**config.mk**
```make
export PLATFORM = sky130hd
export DESIGN_NAME = emesh_memory_bank
export DESIGN_NICKNAME = d
export VERILOG_FILES = /design/src/common/emesh_pkg.sv /design/src/ememory/emesh_memory_bank.sv
export VERILOG_INCLUDE_DIRS = /design/src /design/src/common
export SDC_FILE = /design/constraint.sdc
export NUM_CORES = 2
export LEC_CHECK = 0
export ABC_AREA = 1
export BUFFER_PORTS_ARGS = -buffer_cell sky130_fd_sc_hd__buf_2
export CAP_MARGIN = 20
export CORE_ASPECT_RATIO = 2
export CORE_UTILIZATION = 50
export DETAILED_ROUTE_END_ITERATION = 8
export PLACE_DENSITY = 0.67
export SLEW_MARGIN = 30
export SYNTH_ARGS = -nofsm -noshare
export SYNTH_HDL_FRONTEND = slang
export SYNTH_SLANG_ARGS = --single-unit
```
**constraint.sdc**
```tcl
create_clock -name sys_clk -period 16 [get_ports sys_clk]
set_input_delay 0.8 -clock sys_clk [delete_from_list [all_inputs] [get_ports sys_clk]]
set_output_delay 0.8 -clock sys_clk [all_outputs]
set_load 0.02 [all_outputs]
```
**src/common/emesh_params.svh**
```systemverilog
`ifndef EMESH_PARAMS_SVH
`define EMESH_PARAMS_SVH

//####################
// Packet geometry
//####################
`define EMESH_PW            104      // Full eMesh packet
`define EMESH_AW            32       // Address field
`define EMESH_DW            32       // Data field

//####################
// Memory organisation
//####################
`define EMESH_NUM_BANKS     4        // Banks selected by dst_addr[3:2]
`define EMESH_BANK_DEPTH    64       // Words per bank, dst_addr[9:4]

//####################
// Credit budgets
//####################
`define EMESH_IN_CREDITS    4        // Dispatcher input FIFO depth
`define EMESH_BANK_CREDITS  2        // Bank request queue depth
`define EMESH_MERGE_CREDITS 2        // Merger slot depth per bank
`define EMESH_OUT_CREDITS   4        // Initial credit toward sink

`define EMESH_CHIP_ID       12'h808  // Own chip ID in dst_addr[31:20]

`endif

```
**src/common/emesh_pkg.sv**
```systemverilog
`include "emesh_params.svh"

package emesh_pkg;

   // Layout {src_addr, data, dst_addr, ctrlmode, datamode, write}
   typedef logic [`EMESH_PW-1:0] emesh_packet_t;

   typedef enum logic {
      CMD_READ  = 1'b0,                                  // Write bit clear
      CMD_WRITE = 1'b1
   } emesh_cmd_e;

   typedef enum logic {
      MERGE_IDLE = 1'b0,                                 // Nothing in output register
      MERGE_SEND = 1'b1                                  // Output register holds a response
   } merge_state_e;

   localparam int BANK_W = $clog2(`EMESH_NUM_BANKS);    // Bank select bits
   localparam int WORD_W = $clog2(`EMESH_BANK_DEPTH);   // Word index bits

   function automatic emesh_cmd_e pkt_cmd(emesh_packet_t pkt);
      return emesh_cmd_e'(pkt[0]);
   endfunction

   function automatic logic [`EMESH_AW-1:0] pkt_dst_addr(emesh_packet_t pkt);
      return pkt[8 +: `EMESH_AW];
   endfunction

   function automatic logic [`EMESH_DW-1:0] pkt_data(emesh_packet_t pkt);
      return pkt[8+`EMESH_AW +: `EMESH_DW];
   endfunction

   function automatic logic [`EMESH_AW-1:0] pkt_src_addr(emesh_packet_t pkt);
      return pkt[8+`EMESH_AW+`EMESH_DW +: `EMESH_AW];
   endfunction

   function automatic logic [11:0] pkt_chip_id(emesh_packet_t pkt);
      return pkt[8+`EMESH_AW-1 -: 12];                   // Top 12 address bits
   endfunction

   function automatic logic [BANK_W-1:0] pkt_bank(emesh_packet_t pkt);
      return pkt[8+2 +: BANK_W];                         // Word-interleaved banks
   endfunction

   function automatic logic [WORD_W-1:0] pkt_word(emesh_packet_t pkt);
      return pkt[8+2+BANK_W +: WORD_W];
   endfunction

   // Read response goes back to the requester as a write
   function automatic emesh_packet_t build_response(emesh_packet_t req,
                                                    logic [`EMESH_DW-1:0] rdata);
      emesh_packet_t rsp;
      rsp = '0;
      rsp[0]                               = 1'b1;               // Write
      rsp[7:1]                             = req[7:1];           // Datamode, ctrlmode
      rsp[8 +: `EMESH_AW]                  = pkt_src_addr(req);  // Return address
      rsp[8+`EMESH_AW +: `EMESH_DW]        = rdata;
      rsp[8+`EMESH_AW+`EMESH_DW +: `EMESH_AW] = pkt_dst_addr(req);
      return rsp;
   endfunction

endpackage

```
**src/ememory/emesh_memory_bank.sv**
```systemverilog
`timescale 1ns/1ps
`include "emesh_params.svh"

module emesh_memory_bank (
   input  logic                      sys_clk,
   input  logic                      reset,
   input  logic                      req_access,
   input  emesh_pkg::emesh_packet_t  req_packet,
   input  logic                      rsp_credit,
   output logic                      req_credit,
   output logic                      rsp_access,
   output emesh_pkg::emesh_packet_t  rsp_packet
);

   import emesh_pkg::*;

   localparam int DEPTH  = `EMESH_BANK_CREDITS;
   localparam int PTR_W  = (DEPTH > 1) ? $clog2(DEPTH) : 1;
   localparam int CNT_W  = $clog2(DEPTH + 1);
   localparam int RCNT_W = $clog2(`EMESH_MERGE_CREDITS + 1);

   emesh_packet_t        q_mem [DEPTH];                  // Request queue
   logic [PTR_W-1:0]     q_wr;
   logic [PTR_W-1:0]     q_rd;
   logic [CNT_W-1:0]     q_cnt;
   logic [`EMESH_DW-1:0] storage [`EMESH_BANK_DEPTH];   // Word array

   emesh_packet_t        head;
   emesh_cmd_e           head_cmd;
   logic [WORD_W-1:0]    head_word;
   logic                 head_valid;
   logic                 do_write;
   logic                 do_read;
   logic                 pop;
   logic [RCNT_W-1:0]    rsp_cnt;                        // Free merger slot entries

   //####################
   // Request decode
   //####################
   always_comb begin
      head       = q_mem[q_rd];
      head_cmd   = pkt_cmd(head);
      head_word  = pkt_word(head);
      head_valid = (q_cnt != '0);
      do_write   = head_valid && (head_cmd == CMD_WRITE);  // Writes always drain
      do_read    = head_valid && (head_cmd == CMD_READ) && (rsp_cnt != '0);
      pop        = do_write || do_read;
      req_credit = pop;                                    // Queue entry freed
   end

   // Head-of-line order in the request queue keeps responses in sequence
   always_ff @(posedge sys_clk) begin
      if (req_access)
         q_mem[q_wr] <= req_packet;
   end

   always_ff @(posedge sys_clk) begin
      if (reset) begin
         q_wr  <= '0;
         q_rd  <= '0;
         q_cnt <= '0;
      end else begin
         if (req_access)
            q_wr <= (q_wr == PTR_W'(DEPTH - 1)) ? '0 : q_wr + 1'b1;
         if (pop)
            q_rd <= (q_rd == PTR_W'(DEPTH - 1)) ? '0 : q_rd + 1'b1;
         case ({req_access, pop})
            2'b10:   q_cnt <= q_cnt + 1'b1;
            2'b01:   q_cnt <= q_cnt - 1'b1;
            default: q_cnt <= q_cnt;
         endcase
      end
   end

   //####################
   // Storage and response
   //####################
   always_ff @(posedge sys_clk) begin
      if (do_write)
         storage[head_word] <= pkt_data(head);             // Commit on pop
      if (do_read)
         rsp_packet <= build_response(head, storage[head_word]);
   end

   always_ff @(posedge sys_clk) begin
      if (reset)
         rsp_access <= 1'b0;
      else
         rsp_access <= do_read;                            // One cycle after pop
   end

   // Credit toward the merger slot
   always_ff @(posedge sys_clk) begin
      if (reset) begin
         rsp_cnt <= RCNT_W'(`EMESH_MERGE_CREDITS);
      end else begin
         case ({do_read, rsp_credit})
            2'b10:   rsp_cnt <= rsp_cnt - 1'b1;            // Response reserved
            2'b01:   rsp_cnt <= rsp_cnt + 1'b1;            // Slot entry left
            default: rsp_cnt <= rsp_cnt;
         endcase
      end
   end

endmodule

```
Word-level counts from Yosys, hierarchy flattened
Memory sizes are Yosys's and may differ from the RTL's. A register that Yosys moved wholly into a read port is not among the register bits.
Index checks and enable logic that the tools add are counted.
{"block": "word_totals", "reg_bits": 110, "input_bits": 108, "mem_bits_rw": 2256, "n_memories": 2, "elab_cells": 37, "out_inout_bits": 106}
{"name": "storage", "words": 64, "width": 32, "read_ports": 1, "rd_ports_with_merged_regs": 1, "wr": 1, "line_no": "emesh_memory_bank.sv:26", "text": "logic [`EMESH_DW-1:0] storage [`EMESH_BANK_DEPTH];"}
{"name": "q_mem", "words": 2, "width": 104, "read_ports": 1, "rd_ports_with_merged_regs": 1, "wr": 1, "line_no": "emesh_memory_bank.sv:22", "text": "emesh_packet_t q_mem [DEPTH];"}
{"block": "classes", "n_reduce_logical": 8, "n_mux": 10, "n_addsub": 6, "n_eq_ne": 4, "n_bitwise": 1}
{"op": "two-way mux 1 bit", "count": 8}
{"op": "one-hot mux 2 bit (2 select lines)", "count": 2}
{"op": "nonzero test 2 bit", "count": 4}
{"op": "adder 2 x 1 -> 2 bit, second input constant", "count": 2}
{"op": "equality test 2 x 1 -> 1 bit, second input constant", "count": 2}
{"op": "equality test 2 bit, second input constant", "count": 2}
{"op": "subtractor 2 x 1 -> 2 bit, second input constant", "count": 2}
{"op": "logical AND 1 bit", "count": 3}
{"op": "adder 1 bit, second input constant", "count": 2}
{"op": "logical OR 1 bit", "count": 1}
{"op": "NOT 1 bit", "count": 1}

Depth between registers and ports, before layout
{"block": "depth", "depth_word": 6, "depth_mapped": 15, "depth_no_buf": 13}

Least setup slack after synthesis
OpenSTA, ideal clock, no wires.
{"block": "synth_path", "path_type": "flip-flop to flip-flop", "startpoint": "register with a tool-made name", "endpoint": "register rsp_cnt[1]", "synth_period_minus_slack_ps": 6700, "required_time_ps": 15877, "n_path_buf": 2, "slack_ps": 9300, "arrival_time_ps": 6577, "path_stages_with_launch": 16, "setup_time_ps": 123, "cell_sequence": "dfxtp_1 > buf_6 > inv_4 > buf_6 > or2_1 > o21ai_1 > inv_1 > nor2_1 > inv_1 > ha_1 > inv_1 > o21ai_0 > a21oi_1 > inv_1 > a21oi_1 > o21ai_0"}
{"element": "to (signal assigned)", "line_no": "emesh_memory_bank.sv:95", "text": "rsp_cnt <= RCNT_W'(`EMESH_MERGE_CREDITS);"}
{"element": "to (signal assigned)", "line_no": "emesh_memory_bank.sv:98", "text": "2'b10: rsp_cnt <= rsp_cnt - 1'b1;"}
{"element": "to (signal assigned)", "line_no": "emesh_memory_bank.sv:99", "text": "2'b01: rsp_cnt <= rsp_cnt + 1'b1;"}
{"element": "to (decl)", "line_no": "emesh_memory_bank.sv:35", "text": "logic [RCNT_W-1:0] rsp_cnt;"}

==> flow_summary.toml <==
[routing]
wl_um = 248000
drt-vias-per-instance = 5.51
first_pass_iters = 6
drc = 0
vias = 58922
drtIter0Drc = 5570
wl_per_cell_um = 23.2
ant_nets = 0

[outcome]
status = "finished clean"

[die]
die_y_um = 621
die_w_um = 311
initial_core_util_pct = 50.5
io_pins = 214
fp.coreArea_um2 = 190000
fp-row-count = 226
die_area_um2 = 193000

[global_routing]
grt_antenna_before_repair = 16
grt.total_usage_pct = 25.4
grt-ovfl-total = 0
grt_pass1_wl_um = 362000
first_global_vias = 57460
grt_max_degree = 233

[logic_synthesis]
synthFlopType = "edfxtp_1"
synth_largest_area_cell = "edfxtp_1"
yosysSeqAreaShare_pct = 74.1
avgSynthCellArea_um2 = 12.2
synth_most_common_cell = "edfxtp_1"
synthTopCellsByArea = "edfxtp_1 74%, nand2_1 8.2%, inv_1 4.5%"
syn_nets = 7983
synth-async-reset-ratio_pct = 0
yosysWarnings = 0
synthesis.area_um2 = 95800
synth_common_cells = "2,359 x edfxtp_1, 2,100 x nand2_1, 1,159 x inv_1"
synth_top_area_share_pct = 74.0
ys_ff_latch = 2367
syn_inst = 7873
synth.distinct_cells = 29
synth-edff-count = 2359

[critical_path]
cpMaxStageDelayCell = "buf_4"
cp_cell_sequence = "inv_4, nand2_1, nand2_4, buf_4, buf_6, buf_12, buf_12, nand2_1, nand3_1, nand2_1, o21ai_0, nand2_1, nor2_1, nand2_1"
startpoint_type = "flip-flop"
end_kind = "flip-flop"
worstPathRequired_ns = 16.56
cp_common_cell = "nand2_1"
max_stage_delay_ns = 0.75
crit_fanout = 232
path_delay_family = "buffers and inverters"
arrival_ns = 6.93
critPathBufInv = 5
worstSetupPathType = "flip-flop to flip-flop"
rrSetupSlack_ns = 9.63

[clock_network]
clkSlewWorstSetupHoldPaths_ns = 0.07
htree_num_levels = 4
clock_latency_ns = 0.85
cts_num_sinks = 2367
postCtsResizedCells = 0
cts_root_buf = "clkbuf_16"
hold_buffers = 0
numCtsBuffers = 203
tritoncts = "yes"
post-cts-setup-buffer-count = 0
clk_path_buf_depth = 4

[placed_design]
place_congestion = 0.790
post-dp-hpwl_um = 137000
place_ws_ns = 9.74
numPortBuffers = 212
place_area_um2 = 99900

[flow_run]
cap_violations = 0

[hold_path]
holdCritStartpoint = "req_packet[80]"
hold_class = "primary input to flip-flop"

[layout]
n_fill_cell = 14981
fin_area_um2 = 106000
drive_gt1_share_pct = 11.9
num-nets-final = 8149
area.growth.synth_to_final_pct = 11.1

[power]
p_per_area_nw_per_um2 = 158
vdd_drop_max_mv = 0.152
total_leakage_power_nw = 41.1

[sta]
post-route-period-util_pct = 39.8
rsz0062_at_grt = "no"
slew_viol_final = 0
max_freq_mhz = 157
post-route-min-period_ns = 6.37
setup-violations-final = 0
fin_tns_setup_ns = 0
setup_ws_ns = 9.63
worst_pin_slew_ns = 1.21
finalClockSkew_ns = 0.0423
hold_viol_final = 0
relSlewSlack_pct = 19.3
where the power goes:
| part | total (mW) | switching [mW] | leakage [nW] | internal (mW) |
|---|---|---|---|---|
| Combinational | 4.19 | 3.23 | 16.6 | 0.959 |
| Clock | 4.86 | 2.20 | 3.11 | 2.66 |
| Sequential | 7.75 | 0.0865 | 21.4 | 7.66 |
sequential cells by signal (all words and copies together), names as in the netlist, named ones only:
| register | cells |
|---|---|
| rsp_cnt | 2 |
| q_rd | 1 |
| rsp_packet | 103 |
| q_cnt | 2 |
| storage | 2048 |
| rsp_access | 1 |
| q_wr | 1 |
| q_mem | 208 |
through the flow:
step           util [%]  total power, mW  hold WS (ns)  std cells
4_1_cts            56.0             16.8        0.0802      10691
3_5_place_dp       52.7             12.0         0.440      10339
3_3_place_gp       52.6             11.9         0.441      10336
5_1_grt            56.1             17.4         0.116      10697
6_report           56.1             16.8         0.137      10700
2_1_floorplan         -             10.5         0.431       7873
layout by cell type (no fill, tap or decap), drive strengths merged, types with 239 or more instances in the layout:
| cell type | count |
|---|---|
| inv | 1172 |
| nor2 | 286 |
| nand3 | 371 |
| o211ai | 533 |
| edfxtp | 2359 |
| o21ai | 394 |
| or2 | 239 |
| clkbuf | 240 |
| nand2 | 2105 |
| buf | 350 |
path summary, 6_finish.rpt:
check / depth (start not counted) / endpoint
max: 14 / rsp_packet[68]$_DFFE_PP_
min: 1 / q_mem[1][80]$_DFFE_PP_
max reg2reg: 14 / rsp_packet[68]$_DFFE_PP_
min reg2reg: 1 / flip-flop
cell families (layout without fill, tap and decap cells):
kind of cell | after synthesis | count (layout) | share of synthesized area (%)
flip-flops | 2367 | 2367 | 74.1
AND/OR/NAND/NOR | 3013 | 3013 | 13.0
XOR/XNOR | 1 | 1 | 0.00915
adder cells (fa/ha/maj) | 2 | 2 | 0.0261
other | 1 | 7 | 0.00392
AO/OA/AOI/OAI | 936 | 936 | 6.29
buffers and inverters | 1553 | 1866 | 6.57
metal layers:
layer	part of all wire, %	wire [µm]	GRT usage [%]	up-vias
li1	-	-	-	26943
met1	36	89200	29.1	28985
met2	52	129000	46.4	2354
met3	6.8	16900	3.54	630
met4	5.0	12400	12.1	10
met5	0.028	69	0	-
worst reg2reg max path: stages (launching register included):
cell and delay [ns]:
dfxtp_4 0.42, inv_4 0.20, nand2_1 0.12, nand2_4 0.56, buf_4 0.81, buf_6 0.72, buf_12 0.60, buf_12 0.83
nand2_1 0.54, nand3_1 0.14, nand2_1 0.08, o21ai_0 0.45, nand2_1 0.10, nor2_1 0.40, nand2_1 0.11
final cells by class:
type	count	area, µm²	share of cell area, %
Sequential cell	2367	71000	66.7
Multi-Input combinational cell	3953	19200	18.1
Clock buffer	240	5270	4.95
Inverter	1164	4370	4.11
Tap cell	2508	3140	2.95
Timing Repair Buffer	350	2300	2.17
Clock inverter	112	1080	1.01
Antenna cell	6	15.0	0.0141
No activity file was read; power rests on OpenSTA's default activity.
