[config.mk]
export PLATFORM = sky130hd
export DESIGN_NAME = emesh_dispatch
export DESIGN_NICKNAME = d
export VERILOG_FILES = /design/src/common/emesh_pkg.sv /design/src/hw/emesh_dispatch.sv
export VERILOG_INCLUDE_DIRS = /design/src /design/src/common
export SDC_FILE = /design/constraint.sdc
export NUM_CORES = 1
export LEC_CHECK = 0
export BUFFER_PORTS_ARGS = -buffer_cell sky130_fd_sc_hd__buf_4
export CORE_AREA = 5 5 201 203
export DETAILED_ROUTE_END_ITERATION = 8
export DIE_AREA = 0 0 206 208
export PLACE_DENSITY_LB_ADDON = 0.1
export SETUP_SLACK_MARGIN = 0.05
export SYNTH_ARGS = -nofsm -noshare
export SYNTH_HDL_FRONTEND = slang
export SYNTH_SLANG_ARGS = --single-unit
[constraint.sdc]
create_clock -name sys_clk -period 6.8 [get_ports sys_clk]
set_input_delay 0.34 -clock sys_clk [delete_from_list [all_inputs] [get_ports sys_clk]]
set_output_delay 0.34 -clock sys_clk [all_outputs]
set_load 0.005 [all_outputs]
[src/common/emesh_params.svh]
`ifndef EMESH_PARAMS_SVH
`define EMESH_PARAMS_SVH

//####################
// Packet geometry
//####################
`define EMESH_PW            104      // Full eMesh packet
`define EMESH_AW            32       // Address field
`define EMESH_DW            32       // Data field

//####################
// Memory organisation
//####################
`define EMESH_NUM_BANKS     4        // Banks selected by dst_addr[3:2]
`define EMESH_BANK_DEPTH    64       // Words per bank, dst_addr[9:4]

//####################
// Credit budgets
//####################
`define EMESH_IN_CREDITS    4        // Dispatcher input FIFO depth
`define EMESH_BANK_CREDITS  2        // Bank request queue depth
`define EMESH_MERGE_CREDITS 2        // Merger slot depth per bank
`define EMESH_OUT_CREDITS   4        // Initial credit toward sink

`define EMESH_CHIP_ID       12'h808  // Own chip ID in dst_addr[31:20]

`endif

[src/common/emesh_pkg.sv]
`include "emesh_params.svh"

package emesh_pkg;

   // Layout {src_addr, data, dst_addr, ctrlmode, datamode, write}
   typedef logic [`EMESH_PW-1:0] emesh_packet_t;

   typedef enum logic {
      CMD_READ  = 1'b0,                                  // Write bit clear
      CMD_WRITE = 1'b1
   } emesh_cmd_e;

   typedef enum logic {
      MERGE_IDLE = 1'b0,                                 // Nothing in output register
      MERGE_SEND = 1'b1                                  // Output register holds a response
   } merge_state_e;

   localparam int BANK_W = $clog2(`EMESH_NUM_BANKS);    // Bank select bits
   localparam int WORD_W = $clog2(`EMESH_BANK_DEPTH);   // Word index bits

   function automatic emesh_cmd_e pkt_cmd(emesh_packet_t pkt);
      return emesh_cmd_e'(pkt[0]);
   endfunction

   function automatic logic [`EMESH_AW-1:0] pkt_dst_addr(emesh_packet_t pkt);
      return pkt[8 +: `EMESH_AW];
   endfunction

   function automatic logic [`EMESH_DW-1:0] pkt_data(emesh_packet_t pkt);
      return pkt[8+`EMESH_AW +: `EMESH_DW];
   endfunction

   function automatic logic [`EMESH_AW-1:0] pkt_src_addr(emesh_packet_t pkt);
      return pkt[8+`EMESH_AW+`EMESH_DW +: `EMESH_AW];
   endfunction

   function automatic logic [11:0] pkt_chip_id(emesh_packet_t pkt);
      return pkt[8+`EMESH_AW-1 -: 12];                   // Top 12 address bits
   endfunction

   function automatic logic [BANK_W-1:0] pkt_bank(emesh_packet_t pkt);
      return pkt[8+2 +: BANK_W];                         // Word-interleaved banks
   endfunction

   function automatic logic [WORD_W-1:0] pkt_word(emesh_packet_t pkt);
      return pkt[8+2+BANK_W +: WORD_W];
   endfunction

   // Read response goes back to the requester as a write
   function automatic emesh_packet_t build_response(emesh_packet_t req,
                                                    logic [`EMESH_DW-1:0] rdata);
      emesh_packet_t rsp;
      rsp = '0;
      rsp[0]                               = 1'b1;               // Write
      rsp[7:1]                             = req[7:1];           // Datamode, ctrlmode
      rsp[8 +: `EMESH_AW]                  = pkt_src_addr(req);  // Return address
      rsp[8+`EMESH_AW +: `EMESH_DW]        = rdata;
      rsp[8+`EMESH_AW+`EMESH_DW +: `EMESH_AW] = pkt_dst_addr(req);
      return rsp;
   endfunction

endpackage

[src/hw/emesh_dispatch.sv]
`timescale 1ns/1ps
`include "emesh_params.svh"

module emesh_dispatch (
   input  logic                          sys_clk,
   input  logic                          reset,
   input  logic                          in_access,
   input  emesh_pkg::emesh_packet_t      in_packet,
   input  logic [`EMESH_NUM_BANKS-1:0]   req_credit,
   output logic                          in_credit,
   output logic                          dropped,
   output logic [`EMESH_NUM_BANKS-1:0]   req_access,
   output emesh_pkg::emesh_packet_t      req_packet [`EMESH_NUM_BANKS]
);

   import emesh_pkg::*;

   localparam int DEPTH  = `EMESH_IN_CREDITS;
   localparam int PTR_W  = (DEPTH > 1) ? $clog2(DEPTH) : 1;
   localparam int CNT_W  = $clog2(DEPTH + 1);
   localparam int BCNT_W = $clog2(`EMESH_BANK_CREDITS + 1);

   emesh_packet_t     fifo_mem [DEPTH];                  // Input buffer storage
   logic [PTR_W-1:0]  wr_ptr;
   logic [PTR_W-1:0]  rd_ptr;
   logic [CNT_W-1:0]  fifo_cnt;                          // Occupied entries
   logic [BCNT_W-1:0] bank_cnt [`EMESH_NUM_BANKS];      // Credits held per bank

   emesh_packet_t     head;
   logic              head_valid;
   logic              head_foreign;                      // Chip ID mismatch
   logic [BANK_W-1:0] head_bank;
   logic              fwd_ok;                            // Head may leave toward a bank
   logic              pop;

   //####################
   // Head decode
   //####################
   always_comb begin
      head         = fifo_mem[rd_ptr];
      head_valid   = (fifo_cnt != '0);
      head_foreign = (pkt_chip_id(head) != `EMESH_CHIP_ID);
      head_bank    = pkt_bank(head);
      fwd_ok       = head_valid && !head_foreign && (bank_cnt[head_bank] != '0);
      pop          = fwd_ok || (head_valid && head_foreign);  // Drops never wait
      in_credit    = pop;                                     // Entry freed
      dropped      = pop && head_foreign;
      for (int k = 0; k < `EMESH_NUM_BANKS; k++) begin
         req_access[k] = fwd_ok && (head_bank == BANK_W'(k));
         req_packet[k] = head;                                // Shared payload bus
      end
   end

   //####################
   // Input FIFO
   //####################
   always_ff @(posedge sys_clk) begin
      if (in_access)
         fifo_mem[wr_ptr] <= in_packet;                       // Source never overruns
   end

   always_ff @(posedge sys_clk) begin
      if (reset) begin
         wr_ptr   <= '0;
         rd_ptr   <= '0;
         fifo_cnt <= '0;
      end else begin
         if (in_access)
            wr_ptr <= (wr_ptr == PTR_W'(DEPTH - 1)) ? '0 : wr_ptr + 1'b1;
         if (pop)
            rd_ptr <= (rd_ptr == PTR_W'(DEPTH - 1)) ? '0 : rd_ptr + 1'b1;
         case ({in_access, pop})
            2'b10:   fifo_cnt <= fifo_cnt + 1'b1;
            2'b01:   fifo_cnt <= fifo_cnt - 1'b1;
            default: fifo_cnt <= fifo_cnt;              // Idle or push with pop
         endcase
      end
   end

   //####################
   // Bank credits
   //####################
   always_ff @(posedge sys_clk) begin
      if (reset) begin
         for (int k = 0; k < `EMESH_NUM_BANKS; k++)
            bank_cnt[k] <= BCNT_W'(`EMESH_BANK_CREDITS);  // Full bank queue
      end else begin
         for (int k = 0; k < `EMESH_NUM_BANKS; k++) begin
            case ({req_access[k], req_credit[k]})
               2'b10:   bank_cnt[k] <= bank_cnt[k] - 1'b1;  // Sent
               2'b01:   bank_cnt[k] <= bank_cnt[k] + 1'b1;  // Returned
               default: bank_cnt[k] <= bank_cnt[k];
            endcase
         end
      end
   end

endmodule

**Yosys cells after proc, flatten, opt, wreduce, memory -nomap -nowiden**

Memories as Yosys holds them, arrays and structs flattened. A register that Yosys moved wholly into a read port is not among the register bits.
Cells that the tools add are included.

- Memories: 2
- RAM bits: 424
- Register bits after elaboration: 7

- Reduce and logical (&&, ||, !) cells: 18
- Add/subtract/negate cells: 12
- Eq/ne operators: 16
- Bitwise operators: 12
- Muxes and demuxes: 57

Memory list:

| name | depth | width | read ports | clocked after memory_dff | wr ports | RTL line | source |
|---|---|---|---|---|---|---|---|
| fifo_mem | 4 | 104 | 1 | 1 | 1 | emesh_dispatch.sv:23 | `emesh_packet_t fifo_mem [DEPTH];` |
| bank_cnt | 4 | 2 | 5 | 0 | 4 | emesh_dispatch.sv:27 | `` logic [BCNT_W-1:0] bank_cnt [`EMESH_NUM_BANKS]; `` |

Operators by type and width:

| operator | number |
|---|---|
| two-way mux 1 bit | 40 |
| two-way mux 2 bit | 16 |
| == test 2 bit, second input constant | 9 |
| adder 2 x 1 -> 2 bit, second input constant | 6 |
| == test 2 x 1 -> 1 bit, second input constant | 6 |
| inequality test 12 bit, second input constant | 1 |
| OR 1 bit | 12 |
| logical AND 1 bit | 8 |
| OR reduction 2 bit | 4 |
| subtractor 2 x 1 -> 2 bit, second input constant | 4 |
| one-hot mux 3 bit (2 select lines) | 1 |
| nonzero test 2 bit | 2 |
| adder 3 x 1 -> 3 bit, second input constant | 1 |
| nonzero test 3 bit | 1 |
| subtractor 3 x 1 -> 3 bit, second input constant | 1 |
| zero test 2 bit | 1 |
| zero test 1 bit | 1 |
| logical OR 1 bit | 1 |

**Depth between registers and ports, before layout**

- Depth in word-level cells: 12
- Mapped depth: 13

**Worst setup path after synthesis**

OpenSTA, ideal clock, no wires.

- Path type: register -> register
- Start point: register wr_ptr[0]
- End point: memory fifo_mem[3][0] (netlist name), enable pin
- Slack: 3379 ps
- Required time: 6326 ps
- Arrival time: 2947 ps
- Stages on the path, launching flop included: 3
- Buffers on the path: 0
- Library setup time: 474 ps
- Path through: dfxtp_1 -> ha_1 -> and2_1

RTL lines:

| element | RTL line | source |
|---|---|---|
| start: declaration | emesh_dispatch.sv:24 | `logic [PTR_W-1:0] wr_ptr;` |
| start signal: assignment | emesh_dispatch.sv:69 | `wr_ptr <= (wr_ptr == PTR_W'(DEPTH - 1)) ? '0 : wr_ptr + 1'b1;` |
| end: declaration | emesh_dispatch.sv:23 |  |

No word-level cell before the write port.

==> impl_results.md <==
- Final setup viols: 0
- Worst EP required: between 7 and 8 ns
- Kind of critical path: reg2reg
- GRT Overall Usage: 17.9%
- Status: complete, no violations
- Slew HR: between 20 and 30%
- Post-DP HPWL: between 20000 and 30000 µm
- RSZ-0062 raised after global routing: false
- Post-synthesis sequential area ratio: 69.6%
- DRC violation count after routing: 0
- Leading area contributor after synthesis: edfxtp_1
- Sequential cell area: 12900 µm²
- Area growth, synth to finish: 25.5%
- Syn Inst Count: 988
- Top cell type's share of synthesized area: 68.6%
- Critical Path End: fifo_cnt[2]
- Fmax: 234 MHz
- Die extent in x: 206 µm
- Fin. Hold Viols: 0
- Netlist cell types: 38
- Peak VDD IR: 0.234 mV
- Main flop type after synthesis: edfxtp_1
- Post-CTS Setup Inserts: 0
- First-pass GRT wire length: 59100 µm
- Simple-Gate Fraction of Synth Area: 1.87%
- Adder-cell area share of the yosys netlist: ~1.1%
- Die Ht: 208 µm
- H-Tree Depth: 2
- Reg2reg setup slack: 2.53 ns
- Critical path arrival: 4.74 ns
- I/O Pins: approximately 530
- TNS Setup: 0 ns
- Min cycle time layout: 4.27 ns
- Nets: 1468
- Largest family of logic cells by synthesized area: buffers and inverters
- Synth Area in Compound Gates: 0.580%
- Resized cells post-CTS: 0
- Worst Path Buf+Inv: 2
- Multi-input gate area: 3120 µm²
- Largest net degree at the start of global routing: 66
- Hold_buf cts: around 100
- Number of global-route vias before repair: just under 10k
- Clock slew at reported path FFs: 0.06 ns
- Max Cap Viol: 0
- Slowest-stage cell, CP: dfxtp_4
- GR Overflow Total: 0
- Critical path endpoint category: register
- Clk buf depth: 3
- Filler cells: 2818
- PwrDens: between 300 and 400 nW/µm²
- Final Cycle Share: 62.8%
- Worst R2R Path Depth: 11
- Worst clock skew: 0.00969 ns
- Total Power: 8650 µW
- Post-Synthesis Cell Area: 18600 µm²
- FP Rows: approximately 70
- Initial antenna violation count: 2
- Syn avg cell area: about 19 µm²
- Static Leak: 0.00865 µW
- Dominant delay contributor by cell family on the critical path: flip-flops
- Antenna Nets Post-Route: 0
- Worst flop-to-flop path endpoint: fifo_cnt[2]
- Crit Path Max Fanout: 42
- Cell repeated most along the worst path: a21oi_1
- Layout cells sized above 1: 51.9%
- Vias post-DR: ~9.3k
- Synth Area in XOR/XNOR: less than 1%
- Post-synth EDFFs: 424
- Slew @ Worst Pin: 1.08 ns
- Cell Area, Placed: 20800 µm²
- Clock sinks: 433
- RePlAce Congestion: around 0.7
- Core area: 38300 µm²
- Syn nets: 1114
- FF+latch count, synth: 433
- Final Max Slew Viols: 0
- Final core utilization: 60.8%
- Initial Util: 48.5%
- CTS tree: yes
- Post-synthesis mux area share: 13.0%
- DRT iter0 DRCs: 446
- Clock buffer count from CTS: between 40 and 50
- Final WL: 39700 µm
- Asr flop ratio synth: 0%
- Clock Latency Late Sink: 0.55 ns
- DRT Pass-1 Iters: 4
- Critical path cell sequence: buf_4 > mux4_2 > nor4bb_1 > and3_1 > a21oi_1 > ha_1 > inv_1 > fa_1 > xor2_1 > or3_1 > a21oi_1
- Port bufs: 532
- Hold Crit Class: in2reg
- Drt wl/cell: 20.9 µm
- Design Area, Final: 23300 µm²
- CTS root buf: clkbuf_16
- Largest stage delay, worst path: 0.94 ns
- Ys Warns: 0
- Die ar.: 42800 µm²
- Cell count along the critical path: 11
- Critical path startpoint category: register
- Top cells by area, synth: edfxtp_1, buf_4, mux4_2
- Vias per inst: 4.93
-- per-layer routing --
| metal | GRT usage, % | part of all wire [%] |
|---|---|---|
| met4 | 4.52 | 1.5 |
| met3 | 3.80 | 6.5 |
| met1 | 22.7 | 39 |
| met2 | 31.6 | 53 |
| met5 | 0 | 0.033 |
-- kinds of logic (layout without fill, tap and decap cells) --
group,after synthesis,after routing
DFF,433,433
AOI/OAI and AO/OA,17,17
buffers and inverters,350,741
adders and majority gates,15,15
xor gates and xnor gates,6,6
and+or+nand+nor,59,59
other,0,1
muxes,108,108
-- worst reg2reg max path: cells and delay by family (launching register included) --
family	cells	cell delay [ns]
DFF	1	0.94
and+or+nand+nor	3	0.72
buffers and inverters	2	0.70
muxes	1	0.67
adders and majority gates	2	0.59
AOI/OAI and AO/OA	2	0.42
xor gates and xnor gates	1	0.15
-- state kept, by name (all words and copies together) (netlist names), named ones only --
signal    flops
bank_cnt      8
fifo_cnt      3
fifo_mem    416
rd_ptr        2
wr_ptr        2
-- stage by stage --
stage / std cells / setup WS (ns) / hold WS, ns
finish: 1898 / 2.53 / 0.0945
global route: 1898 / 2.11 / 0.136
CTS: 1897 / 2.41 / 0.0660
detailed placement: 1708 / 2.45 / 0.506
global placement: 1708 / 2.55 / 0.480
floorplan: 988 / 3.38 / 0.439
-- where the power goes --
| group | switching (µW) | internal (µW) | leakage, µW |
|---|---|---|---|
| Clock | 982 | 1410 | 0.000695 |
| Sequential | 125 | 3060 | 0.00397 |
| Combinational | 1280 | 1790 | 0.00398 |
| Total | 2390 | 6270 | 0.00865 |
-- cell usage after synthesis, types with 6 or more instances --
library cell    n
a21oi_1         8
and2_1          6
buf_1           9
buf_2          12
buf_4         312
dfxtp_1         9
edfxtp_1      424
ha_1           14
inv_1          11
mux4_2        101
nor2_1         17
nor3_1         12
-- cell type report --
| class | instances | share of cell area, % |
|---|---|---|
| sequential | 433 | 55.5 |
| timing repair buffer | 645 | 21.9 |
| multi-input combinational | 205 | 13.4 |
| clock buffer | 54 | 5.16 |
| tap | 518 | 2.78 |
| clock inverter | 31 | 1.10 |
| inverter | 11 | 0.177 |
| antenna | 1 | 0.0107 |
-- cells in the final DEF, fill, tap and decap left out, types with 6 or more instances in the layout --
cell type,synthesis,final
nor3_1,12,12
clkinv_1,0,14
mux4_2,101,101
inv_1,11,11
clkinvlp_4,0,6
clkinv_2,0,6
a21oi_1,8,8
edfxtp_1,424,424
clkbuf_1,2,7
ha_1,14,14
dlygate4sd3_1,0,104
clkbuf_16,0,47
dfxtp_1,9,7
nor2_1,17,17
buf_4,312,541
-- worst min path at each step --
stage	from	endpoint	slack (ns)	cells past startpoint
5_1_grt	reset	fifo_cnt[0]	0.14	2
2_1_floorplan	in_packet[0]	fifo_mem[0][0]	0.44	0
3_5_place_dp	fifo_cnt[2]	fifo_cnt[2]	0.51	2
4_1_cts	in_access	wr_ptr[1]	0.07	3
3_3_place_gp	fifo_cnt[2]	fifo_cnt[2]	0.48	2
6_report	in_access	wr_ptr[1]	0.09	3
Power figures use the tool's default switching activity.
